File: src/rtl/tdc_link_consts.svh
`ifndef TDC_LINK_CONSTS_SVH
`define TDC_LINK_CONSTS_SVH

// raw tdc sample width
`define TDC_WORD_W 32
// source tag in the low half-word of every record
`define TAG_W 16
// full record, word or marker pair above the tag
`define RECORD_W 48

// marker codes, sent twice above the tag
`define MARK_LINE_CODE 16'h000D
`define MARK_FRAME_CODE 16'h000E

// queue and uart defaults
`define DEFAULT_DEPTH_LOG2 4
`define DEFAULT_CLK_PER_BIT 4
`define UART_BYTES 6

`endif

File: src/rtl/tdc_link_pkg.sv
`include "tdc_link_consts.svh"

package tdc_link_pkg;

    // one 48-bit record, two ways to read it
    // data view for tdc samples, marker view for line and frame markers
    typedef union packed {
        // tdc word above the tag
        struct packed {
            logic [`TDC_WORD_W-1:0] word;
            logic [`TAG_W-1:0]      tag;
        } data;
        // same marker code twice above the tag
        struct packed {
            logic [`TAG_W-1:0] code_hi;
            logic [`TAG_W-1:0] code_lo;
            logic [`TAG_W-1:0] tag;
        } mark;
    } link_record_u;

endpackage

File: src/rtl/event_framer.sv
`timescale 1ns/1ps
`include "tdc_link_consts.svh"

module event_framer #(
    parameter logic [`TAG_W-1:0] source_tag = 'h0002
) (
    input  logic                      clk,
    input  logic                      rst,
    input  logic [`TDC_WORD_W-1:0]    tdc_word,
    input  logic                      tdc_valid,
    input  logic                      new_line,
    input  logic                      new_frame,
    input  logic                      full,
    output logic                      wr_en,
    output tdc_link_pkg::link_record_u record,
    output logic                      word_done,
    output logic                      line_done,
    output logic                      frame_done
);

    import tdc_link_pkg::*;

    // next record, built through whichever view fits the request
    link_record_u rec_nxt;
    // one-hot done, bit 0 word, bit 1 line, bit 2 frame
    logic [2:0]   done_nxt;
    logic         wr_nxt;

    // priority: data, then line, then frame
    always_comb begin
        rec_nxt  = '0;
        done_nxt = 3'b000;
        if (tdc_valid) begin
            rec_nxt.data.word = tdc_word;
            rec_nxt.data.tag  = source_tag;
            done_nxt          = 3'b001;
        end else if (new_line) begin
            rec_nxt.mark.code_hi = `MARK_LINE_CODE;
            rec_nxt.mark.code_lo = `MARK_LINE_CODE;
            rec_nxt.mark.tag     = source_tag;
            done_nxt             = 3'b010;
        end else if (new_frame) begin
            rec_nxt.mark.code_hi = `MARK_FRAME_CODE;
            rec_nxt.mark.code_lo = `MARK_FRAME_CODE;
            rec_nxt.mark.tag     = source_tag;
            done_nxt             = 3'b100;
        end
        // queue has no room, request is lost
        if (full) begin
            done_nxt = 3'b000;
        end
    end

    // any accepted request means a write
    assign wr_nxt = |done_nxt;

    // strobe and done pulses, one cycle each
    always_ff @(posedge clk) begin
        if (rst) begin
            wr_en      <= 1'b0;
            word_done  <= 1'b0;
            line_done  <= 1'b0;
            frame_done <= 1'b0;
        end else begin
            wr_en      <= wr_nxt;
            word_done  <= done_nxt[0];
            line_done  <= done_nxt[1];
            frame_done <= done_nxt[2];
        end
    end

    // record only loads on an accepted request
    always_ff @(posedge clk) begin
        if (wr_nxt) begin
            record <= rec_nxt;
        end
    end

endmodule

File: src/rtl/record_queue.sv
`timescale 1ns/1ps
`include "tdc_link_consts.svh"

module record_queue #(
    parameter int depth_log2 = `DEFAULT_DEPTH_LOG2
) (
    input  logic                       clk,
    input  logic                       rst,
    input  logic                       wr_en,
    input  tdc_link_pkg::link_record_u record,
    output logic                       full,
    input  logic                       rd_en,
    output tdc_link_pkg::link_record_u head,
    output logic                       empty
);

    localparam int depth = 1 << depth_log2;

    // record storage
    logic [`RECORD_W-1:0] mem [depth];

    // one extra bit tells a wrapped writer from an equal one
    logic [depth_log2:0]  wr_ptr;
    logic [depth_log2:0]  rd_ptr;
    logic [depth_log2:0]  wr_ptr_nxt;
    logic [depth_log2:0]  rd_ptr_nxt;
    logic                 pop;

    // pop only what is really there
    assign pop = rd_en && !empty;

    assign wr_ptr_nxt = wr_en ? wr_ptr + 1'b1 : wr_ptr;
    assign rd_ptr_nxt = pop ? rd_ptr + 1'b1 : rd_ptr;

    always_ff @(posedge clk) begin
        if (rst) begin
            wr_ptr <= '0;
            rd_ptr <= '0;
        end else begin
            wr_ptr <= wr_ptr_nxt;
            rd_ptr <= rd_ptr_nxt;
        end
    end

    always_ff @(posedge clk) begin
        if (wr_en) begin
            mem[wr_ptr[depth_log2-1:0]] <= record;
        end
    end

    // oldest entry always on head without a clock delay
    assign head  = mem[rd_ptr[depth_log2-1:0]];
    assign empty = (wr_ptr == rd_ptr);

    // full looks one edge ahead
    // the framer registers its strobe so the write in flight must count
    assign full = (wr_ptr_nxt[depth_log2] != rd_ptr_nxt[depth_log2]) &&
                  (wr_ptr_nxt[depth_log2-1:0] == rd_ptr_nxt[depth_log2-1:0]);

endmodule

File: src/rtl/uart_record_tx.sv
`timescale 1ns/1ps
`include "tdc_link_consts.svh"

module uart_record_tx #(
    parameter int clk_per_bit = `DEFAULT_CLK_PER_BIT
) (
    input  logic                       clk,
    input  logic                       rst,
    input  tdc_link_pkg::link_record_u head,
    input  logic                       empty,
    output logic                       rd_en,
    output logic                       tx,
    output logic                       busy
);

    // counter wide enough even for one clock per bit
    localparam int cnt_w = (clk_per_bit > 1) ? $clog2(clk_per_bit) : 1;
    localparam logic [cnt_w-1:0] cnt_last = cnt_w'(clk_per_bit - 1);
    localparam logic [2:0] last_byte = 3'(`UART_BYTES - 1);
    // frame is start, eight data, stop
    localparam logic [3:0] stop_idx = 4'd9;

    localparam logic st_idle = 1'b0;
    localparam logic st_send = 1'b1;

    logic                 state;
    logic [cnt_w-1:0]     cnt;
    // position inside the 10-bit frame
    logic [3:0]           bit_idx;
    // which of the six bytes is on the line
    logic [2:0]           byte_idx;
    // record being sent, current byte in the low 8 bits
    logic [`RECORD_W-1:0] shreg;
    logic                 bit_end;
    logic                 frame_end;

    // pop straight away when idle and something waits
    assign rd_en = (state == st_idle) && !empty;
    assign busy  = (state == st_send);

    assign bit_end   = (state == st_send) && (cnt == cnt_last);
    assign frame_end = bit_end && (bit_idx == stop_idx);

    always_ff @(posedge clk) begin
        if (rst) begin
            state    <= st_idle;
            tx       <= 1'b1;
            cnt      <= '0;
            bit_idx  <= '0;
            byte_idx <= '0;
        end else if (rd_en) begin
            // start bit of byte 0 from the next edge
            state    <= st_send;
            tx       <= 1'b0;
            cnt      <= '0;
            bit_idx  <= '0;
            byte_idx <= '0;
        end else if (state == st_send) begin
            if (!bit_end) begin
                cnt <= cnt + 1'b1;
            end else begin
                cnt <= '0;
                if (frame_end) begin
                    bit_idx <= '0;
                    if (byte_idx == last_byte) begin
                        // line stays high after the last stop bit
                        state <= st_idle;
                    end else begin
                        byte_idx <= byte_idx + 1'b1;
                        tx       <= 1'b0;
                    end
                end else begin
                    bit_idx <= bit_idx + 1'b1;
                    // data lsb first, then the stop bit
                    if (bit_idx == 4'd8) begin
                        tx <= 1'b1;
                    end else begin
                        tx <= shreg[bit_idx[2:0]];
                    end
                end
            end
        end
    end

    // load on pop, next byte down after each stop bit
    always_ff @(posedge clk) begin
        if (rd_en) begin
            shreg <= head;
        end else if (frame_end) begin
            shreg <= shreg >> 8;
        end
    end

endmodule

File: src/rtl/tdc_stream_link.sv
`timescale 1ns/1ps
`include "tdc_link_consts.svh"

module tdc_stream_link #(
    parameter logic [`TAG_W-1:0] source_tag  = 'h0002,
    parameter int                depth_log2  = `DEFAULT_DEPTH_LOG2,
    parameter int                clk_per_bit = `DEFAULT_CLK_PER_BIT
) (
    input  logic                   clk,
    input  logic                   rst,
    input  logic [`TDC_WORD_W-1:0] tdc_word,
    input  logic                   tdc_valid,
    input  logic                   new_line,
    input  logic                   new_frame,
    output logic                   word_done,
    output logic                   line_done,
    output logic                   frame_done,
    output logic                   tx,
    output logic                   tx_busy
);

    import tdc_link_pkg::*;

    // framer to queue
    logic         wr_en;
    logic         full;
    link_record_u record;
    // queue to uart
    logic         rd_en;
    logic         empty;
    link_record_u head;

    event_framer #(
        .source_tag (source_tag)
    ) u_framer (
        .clk        (clk),
        .rst        (rst),
        .tdc_word   (tdc_word),
        .tdc_valid  (tdc_valid),
        .new_line   (new_line),
        .new_frame  (new_frame),
        .full       (full),
        .wr_en      (wr_en),
        .record     (record),
        .word_done  (word_done),
        .line_done  (line_done),
        .frame_done (frame_done)
    );

    record_queue #(
        .depth_log2 (depth_log2)
    ) u_queue (
        .clk    (clk),
        .rst    (rst),
        .wr_en  (wr_en),
        .record (record),
        .full   (full),
        .rd_en  (rd_en),
        .head   (head),
        .empty  (empty)
    );

    // six bytes per record, lsb byte first
    uart_record_tx #(
        .clk_per_bit (clk_per_bit)
    ) u_uart (
        .clk   (clk),
        .rst   (rst),
        .head  (head),
        .empty (empty),
        .rd_en (rd_en),
        .tx    (tx),
        .busy  (tx_busy)
    );

endmodule

File: config.mk
export PLATFORM = sky130hd
export DESIGN_NAME = tdc_stream_link
export DESIGN_NICKNAME = d
export VERILOG_FILES = /design/src/rtl/tdc_link_pkg.sv /design/src/rtl/event_framer.sv /design/src/rtl/record_queue.sv /design/src/rtl/uart_record_tx.sv /design/src/rtl/tdc_stream_link.sv
export VERILOG_INCLUDE_DIRS = /design/src /design/src/rtl
export SDC_FILE = /design/constraint.sdc
export NUM_CORES = 1
export LEC_CHECK = 0
export ABC_AREA = 1
export BUFFER_PORTS_ARGS = -buffer_cell sky130_fd_sc_hd__buf_2
export CAP_MARGIN = 30
export CORE_ASPECT_RATIO = 2
export CORE_MARGIN = 2
export CORE_UTILIZATION = 45
export DETAILED_ROUTE_END_ITERATION = 8
export GPL_ROUTABILITY_DRIVEN = 1
export MAX_ROUTING_LAYER = met4
export PLACE_DENSITY_LB_ADDON = 0.2
export SKIP_LAST_GASP = 1
export SYNTH_ARGS = -nofsm -noshare
export SYNTH_HDL_FRONTEND = slang
export SYNTH_SLANG_ARGS = --single-unit
File: constraint.sdc
create_clock -name clk -period 10.9 [get_ports clk]
set_clock_uncertainty 0.1 [all_clocks]
set_input_delay 3.27 -clock clk [delete_from_list [all_inputs] [get_ports clk]]
set_output_delay 3.27 -clock clk [all_outputs]
set_load 0.01 [all_outputs]
==> results.ini, run 1 <==
[placement]
numPortBuffers = 41
place_inst = 2484
post_dp_cell_area_um2 = 25600
hpwl_um = 32300
gp_congestion = 0.791
pre_cts_slack_ns = 5.40

[synthesis]
synth_warnings = 0
syn-num-nets = 1904
synth_seq_cells = 634
synth_seq_area_share_pct = 76.0
syn_area_um2 = 24700
synth_area_leaders = edfxtp_1 74%, nor2_1 5.5%, o21ai_0 5.5%
synth_top_area_share_pct = 74.0
synthCells = 1856
synth.avg_cell_area_um2 = 13.3
synth_cell_type_count = 33
yosysTopAreaCell = edfxtp_1

[clock_network]
h-tree-depth = 2
cts_made_buffers = 53
clkTransAtPathRegs_ns = 0.07
root_buffer = clkbuf_16
post_cts_resize_count = 0
cts_buffer_depth = 3
postCtsSetupBuffers = 0
clock_sinks = 634
clock_latency_ns = 0.60
postCtsHoldBufs = 0
tritoncts = built

[min_path]
hp-class = reg2reg
whs_path_depth = 2
hp-start = u_uart.cnt[1]$_SDFFE_PP0P_

[grt]
grt_pass1_wl_um = 94000
grt_pass1_vias = 15400
antenna_found_initial = 0
grt_max_degree = 191
grt-ovfl-total = 0
grt_use_total_pct = 23.1

[floorplanning]
boundaryPins = 42
initial_utilization_pct = 45.5
core_region_area_um2 = 54400
floorplan.rows = 121
fp.dieH_um = 336
dieWidth_um = 170
die-area_um2 = 57000

[routing]
wl_per_cell_um = 24.7
vias = 15300
drtPass1Iterations = 7
viasPerCell = 5.92
antenna_left = 0
drt_iter0_drc = 1294
drt-total-wl_um = 63700
drc = 0

[power]
irDropWorstVdd_uv = 156
pwr_density_cell_nw_per_um2 = 263
power_mw = 7.24
leakage_nw = 9.23

[layout]
nets = 1912
antennaDiodeCount = 0
nFillCells = 4538
final_cell_area_um2 = 27500
multi_input_area_um2 = 5280
stdcell_count = 2584
ff_latch_area_um2 = 18800
layout-drive-gt1-share_pct = 9.96
area_growth_pct = 11.2
final_common_cell = edfxtp_1
layout_common_cells = 609 x edfxtp_1, 345 x nor2_1, 270 x o21ai_0

[critical_path]
cp.arrival_ns = 4.95
path_max_fanout = 33
start_kind = primary input
timing.rr.start = u_queue.rd_ptr[2]$_SDFF_PP0_
crit_start = tdc_valid
crit_type = in2reg
endpoint_kind = register
reg2regPathDepth = 15
worstPathRequired_ns = 11.01

[timing]
fin_setup_tns_ns = 0
post-route-period-util_pct = 44.4
rsz0062_at_grt = false
slew_headroom_pct = 37.7
setup_slack_ns = 6.06
period_needed_ns = 4.84
worstMarginPinSlew_ns = 0.934
fmax_mhz = 207
setup_viol_count_final = 0
final-max-slew-violation-count = 0
hold_violations = 0

[status]
outcome = completed

[job]
max_cap_viol_count = 0

[worst paths after layout]
check | endpoint | slack [ns]
min | u_uart.cnt[1]$_SDFFE_PP0P_ | 0.37
max | u_framer.record[21]$_SDFFCE_PN0P_ | 6.06
min reg2reg | u_uart.cnt[1]$_SDFFE_PP0P_ | 0.37
max reg2reg | u_framer.record[21]$_SDFFCE_PN0P_ | 6.50
[logic make-up (layout without fill, tap and decap cells)]
logic type,Yosys count,after routing,synth area share [%]
AND/OR/NAND/NOR,524,524,8.38
adder cells (fa/ha/maj),11,11,0.557
buffers and inverters,194,246,3.18
AO/OA/AOI/OAI,485,485,11.6
flip-flops,634,634,76.0
XOR/XNOR,8,8,0.283
[synthesized netlist by cell type, drive strengths merged]
library cell	count
nand3b	2
nor3b	1
buf	34
xnor2	2
inv	76
o211ai	12
a31oi	8
ha	11
o22ai	78
dfxtp	25
o21ai	270
nor4	1
o2111ai	1
o221ai	56
edfxtp	609
nor3	3
a21oi	35
nand2	110
or2	3
nand3	40
xor2	6
a221oi	25
nor2	364
clkbuf	84
[routing by layer]
| layer | vias up | routed length (µm) | track usage (%) |
|---|---|---|---|
| met4 | 0 | 2440 | 8.93 |
| met5 | - | 0 | - |
| met3 | 160 | 3190 | 2.40 |
| met2 | 512 | 34500 | 42.3 |
| met1 | 7740 | 23600 | 25.7 |
| li1 | 6885 | - | - |
[sequential cells by signal, indices dropped and copies added (netlist names)]
signal	flops
u_framer.frame_done	1
u_framer.line_done	1
u_framer.record	33
u_framer.word_done	1
u_framer.wr_en	1
u_queue.mem	528
u_queue.rd_ptr	5
u_queue.wr_ptr	5
u_uart.bit_idx	4
u_uart.busy	1
u_uart.byte_idx	3
u_uart.cnt	2
u_uart.shreg	48
u_uart.tx	1
[area by class of cell]
class,instances,share of cell area (%)
repair buffers,71,1.68
well taps,676,3.08
clock buffers,57,5.03
multi-input cells,1028,19.2
flip-flops and latches,634,68.4
inverters,76,1.06
clock inverters,42,1.58
[power breakdown]
group / internal, mW / switching, mW
Sequential: 3.31 / 0.380
Clock: 1.13 / 0.858
Combinational: 0.434 / 1.13
Total: 4.88 / 2.36
[per-stage QoR]
step           hold WS (ns)  util, %
3_3_place_gp          0.355     47.2
6_report              0.373     50.6
5_1_grt               0.391     50.6
3_5_place_dp          0.364     47.2
4_1_cts               0.375     50.5
2_1_floorplan         0.345        -
[worst max-delay path: stages]
cell     delay, ns
buf_2         0.55
nor2_1        0.11
inv_1         0.10
nor2_1        0.08
inv_1         0.09
nand2_2       0.06
inv_2         0.61
(Power assumes the default switching activity.)
==> inputs of run 2 (changes only) <==
Clock period 10.9 ns to 4.2 ns, I/O delays scaled along.
==> results.ini, run 2 (synthesis results as in run 1) <==
[layout]
layout-drive-gt1-share_pct = 9.96  ; about the same
nFillCells = 4564  ; +0.57%
final_common_cell = edfxtp_1
layout_common_cells = 609 x edfxtp_1, 345 x nor2_1, 270 x o21ai_0
antennaDiodeCount = 0  ; unchanged
nets = 1930  ; +0.94%
largest_reg_flops = 528  ; unchanged
area_growth_pct = 11.0
final_util_pct = 50.5  ; -0.081 points

[timing]
post-route-period-util_pct = 73.0
fmax_mhz = 326
slew_headroom_pct = 31.5  ; -6.2 points
setup_viol_count_final = 0  ; unchanged
rsz0062_at_grt = false
worstMarginPinSlew_ns = 1.03  ; +0.0911 ns
period_needed_ns = 3.07
fin_setup_tns_ns = 0  ; unchanged
hold_violations = 0  ; unchanged
final-max-slew-violation-count = 0  ; unchanged

[grt]
grt-ovfl-total = 0  ; unchanged
top_usage_layer = met2
grt_pass1_vias = 15700  ; +2.0%
grt_use_met3_pct = 2.64  ; +0.24 points
grt_max_degree = 211  ; +10%
antenna_found_initial = 0  ; unchanged
globalRouteMet2Util_pct = 41.2  ; -1.1 points
met1_usage_pct = 27.6  ; +1.9 points
grt_pass1_wl_um = 97300  ; +3.5%
grt_use_total_pct = 24.0  ; +0.86 points

[clock_network]
cts_made_buffers = 51  ; -3.8%
postCtsHoldBufs = 0  ; unchanged
root_buffer = clkbuf_16
tritoncts = built
postCtsSetupBuffers = 0  ; unchanged
clkTransAtPathRegs_ns = 0.07  ; about the same
cts_buffer_depth = 3  ; unchanged
clock_sinks = 634  ; unchanged
h-tree-depth = 2  ; unchanged
clock_latency_ns = 0.60  ; about the same
post_cts_resize_count = 0  ; unchanged

[critical_path]
endpoint_kind = register
worstPathRequired_ns = 4.40  ; -6.61 ns
cp.arrival_ns = 3.26  ; -1.69 ns
timing.rr.start = u_queue.rd_ptr[0]$_SDFF_PP0_
path_max_fanout = 62  ; +88%
crit_type = reg2reg
reg2regPathDepth = 10  ; -5
start_kind = register
rr_endpoint = u_uart.shreg[21]$_DFFE_PP_
crit_path_end = u_uart.shreg[21]$_DFFE_PP_
r2r_slack_ns = 1.13  ; -5.37 ns
crit_start = u_queue.rd_ptr[0]$_SDFF_PP0_

[placement]
hpwl_um = 36600  ; +13%
gp_congestion = 0.843  ; +6.6%
numPortBuffers = 41  ; unchanged

[routing]
wl_per_cell_um = 25.2  ; +2.4%
drc = 0  ; unchanged
vias = 15400  ; +0.58%
antenna_left = 0  ; unchanged
drtPass1Iterations = 8  ; +1
viasPerCell = 5.93  ; +0.23%
drt_iter0_drc = 1598  ; +23%
drt-total-wl_um = 65500  ; +2.8%

[power]
intPower_mw = 12.3  ; +150%
swShare_pct = 33.4  ; +0.80 points
clock_power_share_pct = 24.8  ; -2.7 points
pwr_density_cell_nw_per_um2 = 672  ; +150%
leakage_nw = 9.21  ; -0.19%
power_frac_comb_pct = 23.3  ; +1.8 points
p_seq_share_pct = 51.9  ; +0.9 points
irDropWorstVdd_uv = 396  ; +150%
power_mw = 18.4  ; +150%
switchingPower_mw = 6.16  ; +160%

[floorplanning]
floorplan.rows = 121  ; unchanged
die-area_um2 = 57000  ; unchanged
dieWidth_um = 170  ; unchanged
boundaryPins = 42  ; unchanged
core_region_area_um2 = 54400  ; unchanged
fp.dieH_um = 336  ; unchanged
initial_utilization_pct = 45.5  ; unchanged

[job]
max_cap_viol_count = 0  ; unchanged

[min_path]
hp-class = reg2reg

[status]
outcome = completed

## run 2: layout make-up
type	instances	area, µm²	share of cell area (%)
clock inverters	23	160	0.583
clock buffers	65	1370	5.00
repair buffers	91	706	2.57
multi-input cells	1028	5280	19.2
flip-flops and latches	634	18800	68.5
inverters	76	292	1.06
well taps	676	846	3.08
## run 2: worst max-delay path, cell delays in order, from the launching register on
cell and delay [ns]:
dfxtp_4 0.79, nor2_1 0.12, nor2_1 0.18, nor2_2 0.06, nand3_4 0.10, nand2_4 0.15, inv_2 0.12, buf_4 0.28
nor2_1 0.11, inv_2 0.46, buf_12 0.24
## run 2: metrics by stage
stage,area [µm²],setup slack [ns],hold slack [ns],instances
6_report,27500,1.13,0.389,2593
5_1_grt,27500,0.874,0.406,2593
4_1_cts,27500,1.12,0.389,2593
3_5_place_dp,25900,1.13,0.380,2505
3_3_place_gp,25900,1.18,0.354,2502
2_1_floorplan,24700,0.472,0.345,1856
## run 2: routing by layer
layer	share of wire, %	wire length, µm
met5	0	0
met4	5.6	3700
met3	4.8	3150
met2	52	33800
met1	38	24800
## run 2: worst min path at each step
stage / start / slack, ns / end / depth (start not counted)
floorplan: u_uart.cnt[1]$_SDFFE_PP0P_ / 0.34 / u_uart.cnt[1]$_SDFFE_PP0P_ / 2
global placement: u_uart.cnt[1]$_SDFFE_PP0P_ / 0.35 / u_uart.cnt[1]$_SDFFE_PP0P_ / 2
detailed placement: u_uart.byte_idx[1]$_SDFFE_PP0P_ / 0.38 / u_uart.byte_idx[1]$_SDFFE_PP0P_ / 2
CTS: u_uart.byte_idx[1]$_SDFFE_PP0P_ / 0.39 / u_uart.byte_idx[1]$_SDFFE_PP0P_ / 2
global route: u_uart.cnt[1]$_SDFFE_PP0P_ / 0.41 / u_uart.cnt[1]$_SDFFE_PP0P_ / 2
finish: u_uart.byte_idx[1]$_SDFFE_PP0P_ / 0.39 / u_uart.byte_idx[1]$_SDFFE_PP0P_ / 2
## run 2: power by group through the flow
stage	Sequential (mW)	Clock, mW	Combinational [mW]
2_1_floorplan	9.17	0	2.83
3_3_place_gp	9.67	0	4.21
3_5_place_dp	9.70	0	4.31
4_1_cts	9.57	4.65	4.32
5_1_grt	9.68	4.86	4.74
6_report	9.57	4.57	4.30
==> inputs of run 3 (changes only) <==
Clock period 4.2 ns to 3.19 ns, I/O delays scaled along.
==> results.ini, run 3 (synthesis results as in run 1) <==
[layout]
layout-drive-gt1-share_pct = 10.0  ; +0.047 points
largest_reg_flops = 528  ; unchanged
area_growth_pct = 11.5
nets = 1927  ; -0.16%
nFillCells = 4532  ; -0.70%
final_common_cell = edfxtp_1
ff_latch_area_um2 = 18800  ; unchanged
multi_input_area_um2 = 5280  ; unchanged
layout_common_cells = 609 x edfxtp_1, 345 x nor2_1, 270 x o21ai_0
antennaDiodeCount = 0  ; unchanged

[min_path]
hp-class = reg2reg

[grt]
grt_pass1_wl_um = 96300  ; -0.97%
grt_use_total_pct = 23.8  ; -0.15 points
antenna_found_initial = 2  ; +2
grt-ovfl-total = 0  ; unchanged
grt_pass1_vias = 15300  ; -2.4%
grt_max_degree = 183  ; -13%

[timing]
fin_setup_tns_ns = 0  ; unchanged
final-max-slew-violation-count = 0  ; unchanged
setup_viol_count_final = 0  ; unchanged
fmax_mhz = 364  ; +12%
worstMarginPinSlew_ns = 1.06  ; +0.0379 ns
period_needed_ns = 2.74  ; -0.323 ns
slew_headroom_pct = 28.9  ; -2.5 points
hold_violations = 0  ; unchanged
rsz0062_at_grt = false
post-route-period-util_pct = 86.0  ; +13 points

[critical_path]
endpoint_kind = register
path_max_fanout = 17  ; -73%
worstPathRequired_ns = 3.40  ; -1.00 ns
start_kind = register
crit_type = reg2reg
cp.arrival_ns = 2.95  ; -0.31 ns

[clock_network]
h-tree-depth = 2  ; unchanged
clock_latency_ns = 0.61  ; about the same
clkTransAtPathRegs_ns = 0.07  ; about the same
cts_made_buffers = 53  ; +3.9%
post_cts_resize_count = 0  ; unchanged
postCtsSetupBuffers = 0  ; unchanged
clock_sinks = 634  ; unchanged
root_buffer = clkbuf_16
postCtsHoldBufs = 0  ; unchanged
cts_buffer_depth = 3  ; unchanged
tritoncts = built

[placement]
numPortBuffers = 41  ; unchanged
hpwl_um = 34400  ; -5.9%
gp_congestion = 0.898  ; +6.6%

[floorplanning]
initial_utilization_pct = 45.5  ; unchanged
fp.dieH_um = 336  ; unchanged
dieWidth_um = 170  ; unchanged
core_region_area_um2 = 54400  ; unchanged
floorplan.rows = 121  ; unchanged
die-area_um2 = 57000  ; unchanged
boundaryPins = 42  ; unchanged

[routing]
vias = 15400  ; -0.16%
drt_iter0_drc = 1436  ; -10%
drtPass1Iterations = 6  ; -2
drc = 0  ; unchanged
viasPerCell = 5.92  ; -0.19%
wl_per_cell_um = 25.2  ; about the same
antenna_left = 0  ; unchanged
drt-total-wl_um = 65500  ; about the same

[power]
power_mw = 24.5  ; +33%
irDropWorstVdd_uv = 830  ; +110%
pwr_density_cell_nw_per_um2 = 889  ; +32%
leakage_nw = 9.25  ; +0.35%

[status]
outcome = completed

[job]
max_cap_viol_count = 0  ; unchanged

==> run 3: cell count changes in the layout (fill, tap and decap cells not counted), sizes merged <==
cell      previous run  this run
bufinv               2         4
buf                 91        86
clkinvlp             1         3
clkbuf              65        61
clkinv              20        26
==> run 3: stage by stage <==
stage          util, %  setup WS [ns]  hold WS [ns]  instances  area [µm²]
2_1_floorplan        -         0.0547         0.345       1856       24700
3_3_place_gp      47.7          0.381         0.355       2499       25900
3_5_place_dp      47.7          0.453         0.377       2500       25900
4_1_cts           50.7          0.452         0.389       2594       27600
5_1_grt           50.7          0.228         0.430       2594       27600
6_report          50.7          0.447         0.386       2594       27600
==> run 3: routing by layer <==
metal / wire [µm] / track usage, %
met1: 24300 / 27.1
met2: 34500 / 41.8
met3: 3250 / 2.43
met4: 3410 / 11.8
met5: 0 / -
==> run 3: layout make-up <==
class | count | area share (%)
Multi-Input combinational cell | 1028 | 19.1
Clock buffer | 61 | 4.99
Timing Repair Buffer | 86 | 2.59
Tap cell | 676 | 3.07
Clock inverter | 33 | 0.994
Sequential cell | 634 | 68.2
Inverter | 76 | 1.06
==> run 3: final timing paths <==
| kind | start | endpoint | slack, ns | cells after the start |
|---|---|---|---|---|
| worst max-delay path | u_queue.wr_ptr[2]$_SDFF_PP0_ | u_framer.record[47]$_SDFFCE_PN0P_ | 0.45 | 15 |
| worst min-delay path | u_uart.tx$_SDFFE_PP1P_ | u_uart.tx$_SDFFE_PP1P_ | 0.39 | 2 |
| worst max register to register | u_queue.wr_ptr[2]$_SDFF_PP0_ | u_framer.record[47]$_SDFFCE_PN0P_ | 0.45 | 15 |
| worst min register to register | u_uart.tx$_SDFFE_PP1P_ | u_uart.tx$_SDFFE_PP1P_ | 0.39 | 2 |
==> run 3: power breakdown <==
part	switching [mW]	leakage, nW	internal (mW)
sequential	1.18	5.82	11.3
clock	2.93	0.797	3.41
combinational	4.05	2.62	1.65
total	8.16	9.25	16.4
==> run 3: critical path: stages, from the launching register on <==
cell and delay, ns:
dfxtp_1 0.39, inv_1 0.13, nand2_1 0.08, nand2_1 0.06
nor2_2 0.14, nand3_4 0.13, nand2_4 0.16, inv_2 0.07
nand2_1 0.08, nand3b_1 0.09, nand2_1 0.07, nor2_1 0.05
nand2_2 0.08, nand2_2 0.06, inv_2 0.47, buf_16 0.24
